**config.mk**
```make
export PLATFORM = sky130hd
export DESIGN_NAME = aes_apb_regs
export DESIGN_NICKNAME = d
export VERILOG_FILES = /design/src/hw/apb_regs_pkg.sv /design/src/hw/aes_types_pkg.sv /design/src/hw/aes_apb_regs.sv
export VERILOG_INCLUDE_DIRS = /design/src /design/src/hw
export SDC_FILE = /design/constraint.sdc
export NUM_CORES = 1
export LEC_CHECK = 0
export BUFFER_PORTS_ARGS = -buffer_cell sky130_fd_sc_hd__buf_4
export CAP_MARGIN = 20
export CORE_ASPECT_RATIO = 2
export CORE_MARGIN = 1
export CORE_UTILIZATION = 35
export DETAILED_ROUTE_END_ITERATION = 8
export GPL_TIMING_DRIVEN = 1
export PLACE_DENSITY = 0.67
export RECOVER_POWER = 50
export SLEW_MARGIN = 5
export SYNTH_ARGS = -nofsm -noshare
export SYNTH_HDL_FRONTEND = slang
export SYNTH_SLANG_ARGS = --single-unit
```
**constraint.sdc**
```tcl
create_clock -name i_clock -period 4.04 [get_ports i_clock]
set_input_delay 0.606 -clock i_clock [delete_from_list [all_inputs] [get_ports i_clock]]
set_output_delay 0.606 -clock i_clock [all_outputs]
set_load 0.01 [all_outputs]
```
**src/hw/aes_config.svh**
```systemverilog
// AES core configuration: data widths, round count, S-box register option and APB address width.
`ifndef AES_CONFIG_SVH
`define AES_CONFIG_SVH

// --------------------
// Cipher geometry.
// --------------------
// Bits per state byte.
`define AES_NB_BYTE 8
// Bytes in the state, the key and the block.
`define AES_N_BYTES 16
// Rounds for a 128-bit key.
`define AES_N_ROUNDS 10

// Register the S-box outputs when set to 1.
// Each round then takes two cycles.
`define AES_REG_LUT 0

// --------------------
// Host bus.
// --------------------
`define APB_ADDR_W 8

`endif
```
**src/hw/apb_regs_pkg.sv**
```systemverilog
// Register interface types: APB address and data, register map and engine states.
package apb_regs_pkg;

    `include "aes_config.svh"

    typedef logic [`APB_ADDR_W-1:0] apb_addr_t;
    typedef logic [31:0]            apb_data_t;

    // --------------------
    // Register map.
    // --------------------
    // Word 0 of each group holds bits 127 to 96.
    localparam apb_addr_t REG_CTRL   = 8'h00;
    localparam apb_addr_t REG_STATUS = 8'h04;
    localparam apb_addr_t REG_KEY0   = 8'h10;
    localparam apb_addr_t REG_KEY1   = 8'h14;
    localparam apb_addr_t REG_KEY2   = 8'h18;
    localparam apb_addr_t REG_KEY3   = 8'h1C;
    localparam apb_addr_t REG_DIN0   = 8'h20;
    localparam apb_addr_t REG_DIN1   = 8'h24;
    localparam apb_addr_t REG_DIN2   = 8'h28;
    localparam apb_addr_t REG_DIN3   = 8'h2C;
    localparam apb_addr_t REG_DOUT0  = 8'h30;
    localparam apb_addr_t REG_DOUT1  = 8'h34;
    localparam apb_addr_t REG_DOUT2  = 8'h38;
    localparam apb_addr_t REG_DOUT3  = 8'h3C;

    // Cipher engine FSM states.
    typedef enum logic [1:0] {IDLE, ROUND, WAIT_LUT} engine_state_t;

endpackage

```
**src/hw/aes_types_pkg.sv**
```systemverilog
// AES data types: bytes, column words, the 128-bit state and the round index.
package aes_types_pkg;

    `include "aes_config.svh"

    // One state byte.
    typedef logic [`AES_NB_BYTE-1:0] aes_byte_t;

    // One column of four bytes, also one key word.
    typedef logic [4*`AES_NB_BYTE-1:0] aes_word_t;

    // Full state, key or block.
    // Byte 0 sits in the top eight bits, as in FIPS-197.
    typedef logic [`AES_N_BYTES*`AES_NB_BYTE-1:0] aes_state_t;

    // Round index, 0 to AES_N_ROUNDS.
    typedef logic [3:0] aes_round_t;

endpackage

```
**src/hw/aes_apb_regs.sv**
```systemverilog
// AES register block: APB slave with key, plaintext, control, status and result registers.
`timescale 1ns/1ps

module aes_apb_regs
    import aes_types_pkg::*;
    import apb_regs_pkg::*;
(
    input  logic       i_clock,
    input  logic       i_arst_n,
    input  logic       i_psel,
    input  logic       i_penable,
    input  logic       i_pwrite,
    input  apb_addr_t  i_paddr,
    input  apb_data_t  i_pwdata,
    output apb_data_t  o_prdata,
    output logic       o_pslverr,
    output logic       o_irq,
    output logic       o_start,
    output aes_state_t o_key,
    output aes_state_t o_block,
    input  logic       i_busy,
    input  logic       i_done,
    input  aes_state_t i_result
);

    aes_state_t key_q;
    aes_state_t din_q;
    aes_state_t dout_q;
    logic       busy_q;
    logic       done_q;
    logic       access;
    logic       addr_err;
    logic       start_rejected;
    logic       wr_en;
    logic       start_wr;
    logic [1:0] idx;

    // Word 0 is the top word of the 128-bit register.
    function automatic apb_data_t word_of(input aes_state_t s, input logic [1:0] i);
        return s[(3 - i) * 32 +: 32];
    endfunction

    assign idx    = i_paddr[3:2];
    assign access = i_psel && i_penable;

    // --------------------
    // Read decode.
    // --------------------
    always_comb begin
        o_prdata = '0;
        addr_err = 1'b0;
        case (i_paddr)
            REG_CTRL:   o_prdata = '0;
            REG_STATUS: o_prdata = {30'd0, done_q, busy_q};
            REG_KEY0, REG_KEY1, REG_KEY2, REG_KEY3:     o_prdata = word_of(key_q, idx);
            REG_DIN0, REG_DIN1, REG_DIN2, REG_DIN3:     o_prdata = word_of(din_q, idx);
            REG_DOUT0, REG_DOUT1, REG_DOUT2, REG_DOUT3: o_prdata = word_of(dout_q, idx);
            default:    addr_err = 1'b1;
        endcase
    end

    // A start is refused while an operation runs.
    assign start_rejected = i_pwrite && (i_paddr == REG_CTRL) && i_pwdata[0] && i_busy;
    assign o_pslverr = access && (addr_err || start_rejected);
    assign wr_en     = access && i_pwrite && !o_pslverr;
    assign start_wr  = wr_en && (i_paddr == REG_CTRL) && i_pwdata[0];

    // Key and plaintext words.
    always_ff @(posedge i_clock) begin
        if (wr_en && i_paddr[7:4] == REG_KEY0[7:4]) begin
            key_q[(3 - idx) * 32 +: 32] <= i_pwdata;
        end
        if (wr_en && i_paddr[7:4] == REG_DIN0[7:4]) begin
            din_q[(3 - idx) * 32 +: 32] <= i_pwdata;
        end
    end

    // --------------------
    // Control and status.
    // --------------------
    always_ff @(posedge i_clock or negedge i_arst_n) begin
        if (!i_arst_n) begin
            o_start <= 1'b0;
            busy_q  <= 1'b0;
            done_q  <= 1'b0;
            dout_q  <= '0;
        end else begin
            o_start <= start_wr;
            busy_q  <= i_busy;
            if (i_done) begin
                dout_q <= i_result;
            end
            // A new start wins over a finishing operation.
            if (start_wr) begin
                done_q <= 1'b0;
            end else if (i_done) begin
                done_q <= 1'b1;
            end
        end
    end

    assign o_irq   = done_q;
    assign o_key   = key_q;
    assign o_block = din_q;

    a_penable_psel: assert property (@(posedge i_clock) disable iff (!i_arst_n)
        i_penable |-> i_psel);

endmodule

```
After elaboration in Yosys (flattened, before gate mapping)
Index checks and enable logic that the tools add are counted.
{"block": "totals", "inputBits": 175, "wordCells": 53, "regBits": 387}
{"block": "op_classes", "eq_ne": 15, "mux": 6, "n_shift": 5, "reduce_logical": 19, "n_addsub": 2}
{"op": "$shiftx 128x33->32", "count": 3}
{"op": "$bwmux 128", "count": 2}
{"op": "$pmux 32 s4", "count": 1}
{"op": "$shift 32x34->128 const A", "count": 1}
{"op": "$shiftx 32x34->128", "count": 1}
{"op": "$eq 8x6->1 const B", "count": 8}
{"op": "$neg 32->34", "count": 1}
{"op": "$eq 8x5->1 const B", "count": 4}
{"op": "$reduce_or 14->1", "count": 1}
{"op": "$reduce_or 4->1", "count": 3}
{"op": "$logic_and 1x1->1", "count": 11}
{"op": "$eq 8x3->1 const B", "count": 1}
{"op": "$logic_not 8->1", "count": 1}
{"op": "$eq 4x1->1 const B", "count": 1}
{"op": "$eq 4x2->1 const B", "count": 1}
{"op": "$mux 1", "count": 3}
{"op": "$sub 2x2->3 const A", "count": 1}
{"op": "$reduce_bool 2->1", "count": 1}
{"op": "$logic_not 1->1", "count": 1}
{"op": "$logic_or 1x1->1", "count": 1}

Depth between registers and ports, before layout
{"block": "depth", "ltp_word": 11, "ltp_mapped": 11, "mapped_depth_nobuf": 6}

Least setup slack after synthesis
Ideal clock, no wire load.
{"block": "synth_path", "path_kind": "input port to flip-flop", "from": "input port i_paddr[2]", "to": "register din_q[0], in the netlist o_block[0], enable pin", "cell_stages": 10, "arrival_ns": 5.173, "path_buffers": 4, "slack_ns": -1.634, "setup_time_ns": 0.501, "path_cell_list": "buf_6 > buf_8 > buf_8 > buf_6 > inv_2 > ha_1 > or4_4 > o2111a_1 > o22ai_2 > nor4_1"}
{"block": "synth_via", "elab_chain_cells": 9, "elab_cells_between_ends": 24, "classes_between": "13 x eq/ne; 1 x mux; 10 x reduce/logical"}
{"element": "from (decl)", "line_no": "aes_apb_regs.sv:13", "source": "input apb_addr_t i_paddr,"}
{"element": "parallel branches: the longest is 4 deep, another holds $reduce_or 14->1"}
{"element": "$logic_or 1x1->1 (*)", "line_no": "aes_apb_regs.sv:64", "source": "assign o_pslverr = access && (addr_err || start_rejected);"}
{"element": "$logic_and 1x1->1 (*)", "line_no": "aes_apb_regs.sv:64"}
{"element": "net o_pslverr", "line_no": "aes_apb_regs.sv:16", "source": "output logic o_pslverr,"}
{"element": "$logic_not 1->1 (*)", "line_no": "aes_apb_regs.sv:65", "source": "assign wr_en = access && i_pwrite && !o_pslverr;"}
{"element": "$logic_and 1x1->1 (*)", "line_no": "aes_apb_regs.sv:65"}
{"element": "$logic_and 1x1->1 (*)", "line_no": "aes_apb_regs.sv:73", "source": "if (wr_en && i_paddr[7:4] == REG_DIN0[7:4]) begin"}
{"element": "to (signal, indexed assignment)", "line_no": "aes_apb_regs.sv:74", "source": "din_q[(3 - idx) * 32 +: 32] <= i_pwdata;"}
{"element": "to (decl)", "line_no": "aes_apb_regs.sv:27", "source": "aes_state_t din_q;"}
Mark *: on every way through the listed nets, which the timed path passes.
A chain may end at the register's enable or synchronous reset.

Worst setup path after layout
{"block": "layout_path", "from": "input port i_paddr[2]", "to": "output port o_prdata[24]"}
{"block": "layout_via", "elab_chain_cells": 3, "elab_cells_between_ends": 21, "classes_between": "1 x add/sub; 13 x eq/ne; 3 x shift; 1 x mux; 3 x reduce/logical"}
{"element": "$sub 2x2->3, or another cell as far along", "line_no": "aes_apb_regs.sv:40", "source": "return s[(3 - i) * 32 +: 32];"}
{"element": "$shiftx 128x33->32 / $reduce_or 4->1 (equally long branches)"}
{"element": "$pmux 32 s4 (*)", "line_no": "aes_apb_regs.sv:52", "source": "case (i_paddr)"}
{"element": "to (decl)", "line_no": "aes_apb_regs.sv:15", "source": "output apb_data_t o_prdata,"}
Mark *: on every way between the ends. The rest lies on a longest branch, timed or not.

==> flow_summary.yaml <==
placed_design:
  portBuffers: 465
  gp_congestion: 0.865
  dp_cells: 2034
  hpwl_mm: 40.5
sta:
  post-route-period-util: 0.914
  fmax_mhz: 271
  rsz0062_at_grt: "false"
  clock-skew-final_ns: 0
  fin_crit_ns: 3.69
  slew_headroom: -0.613
  finalHoldViolCount: 0
  final-max-slew-violation-count: 220
  timing.final.setup_violations: 0
  max_slew.worst_pin.slew_ns: 2.42
  fin_tns_setup_ns: 0
die:
  core_area_um2: 47600
  initial_utilization: 0.357
  pin_count: 466
  dieArea_um2: 49500
  die_y_um: 314
  die_w_um: 158
  rows: 113
grt:
  grt_usage: 0.234
  grt_pass1_wl_mm: 81.3
  overflow: 0
  antenna_found_initial: 14
  grt_max_degree: 81
  grt_pass1_vias: 12025
logic_synthesis:
  synth_ff_type: "edfxtp_1"
  seq_area_frac_synth: 0.646
  ys_seq_elements: 387
  syn_area_um2: 17000
  async_flop_share: 0.339
  syn_inst: 962
  yosys_warnings: 0
  syn_avg_cell_area_um2: 17.7
  synth-edff-count: 256
  syn_nets: 1144
  ys_types: 41
critical_path:
  critPathRequiredTime_ns: 3.43
  end_kind: "primary output"
  crit_arrival_ns: 3.09
  crit_type: "primary input to primary output"
  path_max_fanout: 13
  cp-start-kind: "primary input"
power:
  pwr-share-clk: 0.411
  p_comb_frac: 0.086
  powerDensity_nw_per_um2: 396
  ir_worst_vdd_mv: 0.430
  internal-power_mw: 6.85
  sw_frac_of_total: 0.221
  p_switching_mw: 1.95
  p_leak_nw: 7.70
  seqPwrFrac: 0.503
route:
  drt_iter0_markers: 698
  final_antenna_net_count: 0
  vias: 11029
  routed_via_density: 5.22
  drtPass1Iterations: 5
  routedWlPerCell_um: 27.3
  wl_mm: 57.6
  drcViolationCount: 0
clocking:
  htreeDepth: 2
  clockBufferDepth: 3
  clkTransAtPathRegs_ns: 0.07
  ctsHoldBuffers: 0
  clk_latency_ns: 0.52
  cts_buffers: 37
  cts_tree: "yes"
  clock_sinks: 387
  cts_resized: 0
  post_cts_buffers: 0
  cts_root_buffer: "clkbuf_16"
outcome:
  violations: "capacitance limit, slew limit"
  outcome: "finished with violations"
layout:
  drive_above_1_share: 0.496
  finalNonFillerCells: 2112
  area_growth_pct: 30.9
  fill_cells: 4263
  final_common_cell: "buf_4"
  final_cell_mix: "365 x buf_4, 256 x edfxtp_1, 185 x mux2_2"
  fin_nets: 1624
min_path:
  hp-class: "primary input to flip-flop"
flow_run:
  drv_cap: 4
[flip-flops by register name, indices dropped and copies added, names as in the netlist]
name	count
o_irq	1
o_start	1
o_block	128
dout_q	128
o_key	128
busy_q	1
[final timing paths]
check | from | slack [ns] | cells past startpoint | end
hold reg to reg | dout_q[118] | 0.50 | 1 | dout_q[118]
setup reg to reg | dout_q[28] | 3.25 | 1 | dout_q[28]
hold / removal | i_busy | 0.24 | 1 | busy_q
setup / recovery | i_paddr[2] | 0.35 | 9 | o_prdata[24]
min in group asynchronous | i_arst_n | 0.79 | 1 | dout_q[2]
max in group asynchronous | i_arst_n | 1.80 | 1 | dout_q[87]
[per-layer routing]
layer,vias to the layer above,global-route usage,share of wire
met5,-,0,0.0010
met3,147,0.0441,0.059
li1,4658,-,-
met4,8,0.136,0.051
met2,507,0.420,0.54
met1,5709,0.251,0.35
[critical path, cell delays in order]
cell and delay (ns):
clkbuf_8 0.13, inv_1 0.11, ha_1 0.27, or4_4 0.58
nand3_4 0.28, buf_12 0.23, mux4_2 0.53, and2_1 0.17
buf_4 0.14
[logic make-up (layout without fill, tap and decap cells)]
kind of cell	count (synthesis)	count (layout)	share of synthesized area
adders and majority gates	7	7	0.00516
muxes	287	287	0.250
AOI/OAI and AO/OA	14	14	0.00678
and+or+nand+nor	201	201	0.0726
DFF	387	387	0.646
buffers and inverters	66	575	0.0199
other	0	9	0
[cells in the mapped netlist, types with 2 or more instances]
library cell / instances / share of area
a32o_1: 2 / 0.0012
and2_1: 158 / 0.058
buf_1: 2 / 0.00044
buf_2: 8 / 0.0024
buf_6: 5 / 0.0033
buf_8: 2 / 0.0018
clkbuf_1: 40 / 0.0088
dfrtp_1: 131 / 0.19
edfxtp_1: 256 / 0.45
ha_1: 7 / 0.0052
inv_1: 6 / 0.0013
mux2_1: 3 / 0.0020
mux2_2: 185 / 0.12
mux2i_1: 8 / 0.0047
mux4_2: 91 / 0.12
nand2_1: 5 / 0.0011
nand4_1: 3 / 0.0011
nor2_1: 9 / 0.0020
nor3_1: 8 / 0.0024
nor3b_1: 2 / 0.00088
nor4_1: 8 / 0.0029
o211ai_1: 2 / 0.00088
o21ai_0: 2 / 0.00059
or2_2: 2 / 0.00074
[stage by stage]
stage / power [mW] / hold WS (ns) / util / cell area [um^2] / worst slack [ns]
after floorplan: 4.92 / 0.310 / - / 17000 / -0.772
after global placement: 5.25 / 0.484 / 0.450 / 21400 / 0.404
after detailed placement: 5.28 / 0.491 / 0.450 / 21400 / 0.365
after CTS: 8.88 / 0.186 / 0.476 / 22700 / 0.359
after global routing: 9.06 / 0.235 / 0.467 / 22200 / 0.239
final: 8.80 / 0.235 / 0.467 / 22200 / 0.346
[final cells by class]
type / count / area (um^2) / share of cell area
Antenna cell: 9 / 22.5 / 0.00101
Clock inverter: 22 / 240 / 0.0108
Multi-Input combinational cell: 509 / 5800 / 0.261
Clock buffer: 46 / 1020 / 0.0460
Sequential cell: 387 / 11000 / 0.493
Timing Repair Buffer: 500 / 3360 / 0.151
Tap cell: 632 / 791 / 0.0356
Inverter: 7 / 26.3 / 0.00118
[power groups by stage]
stage	clock network [mW]	registers (mW)	logic [mW]
finish	3.62	4.42	0.758
global route	3.81	4.44	0.810
CTS	3.69	4.42	0.772
detailed placement	0	4.51	0.770
global placement	0	4.50	0.752
floorplan	0	4.48	0.438
(Power assumes the default switching activity.)
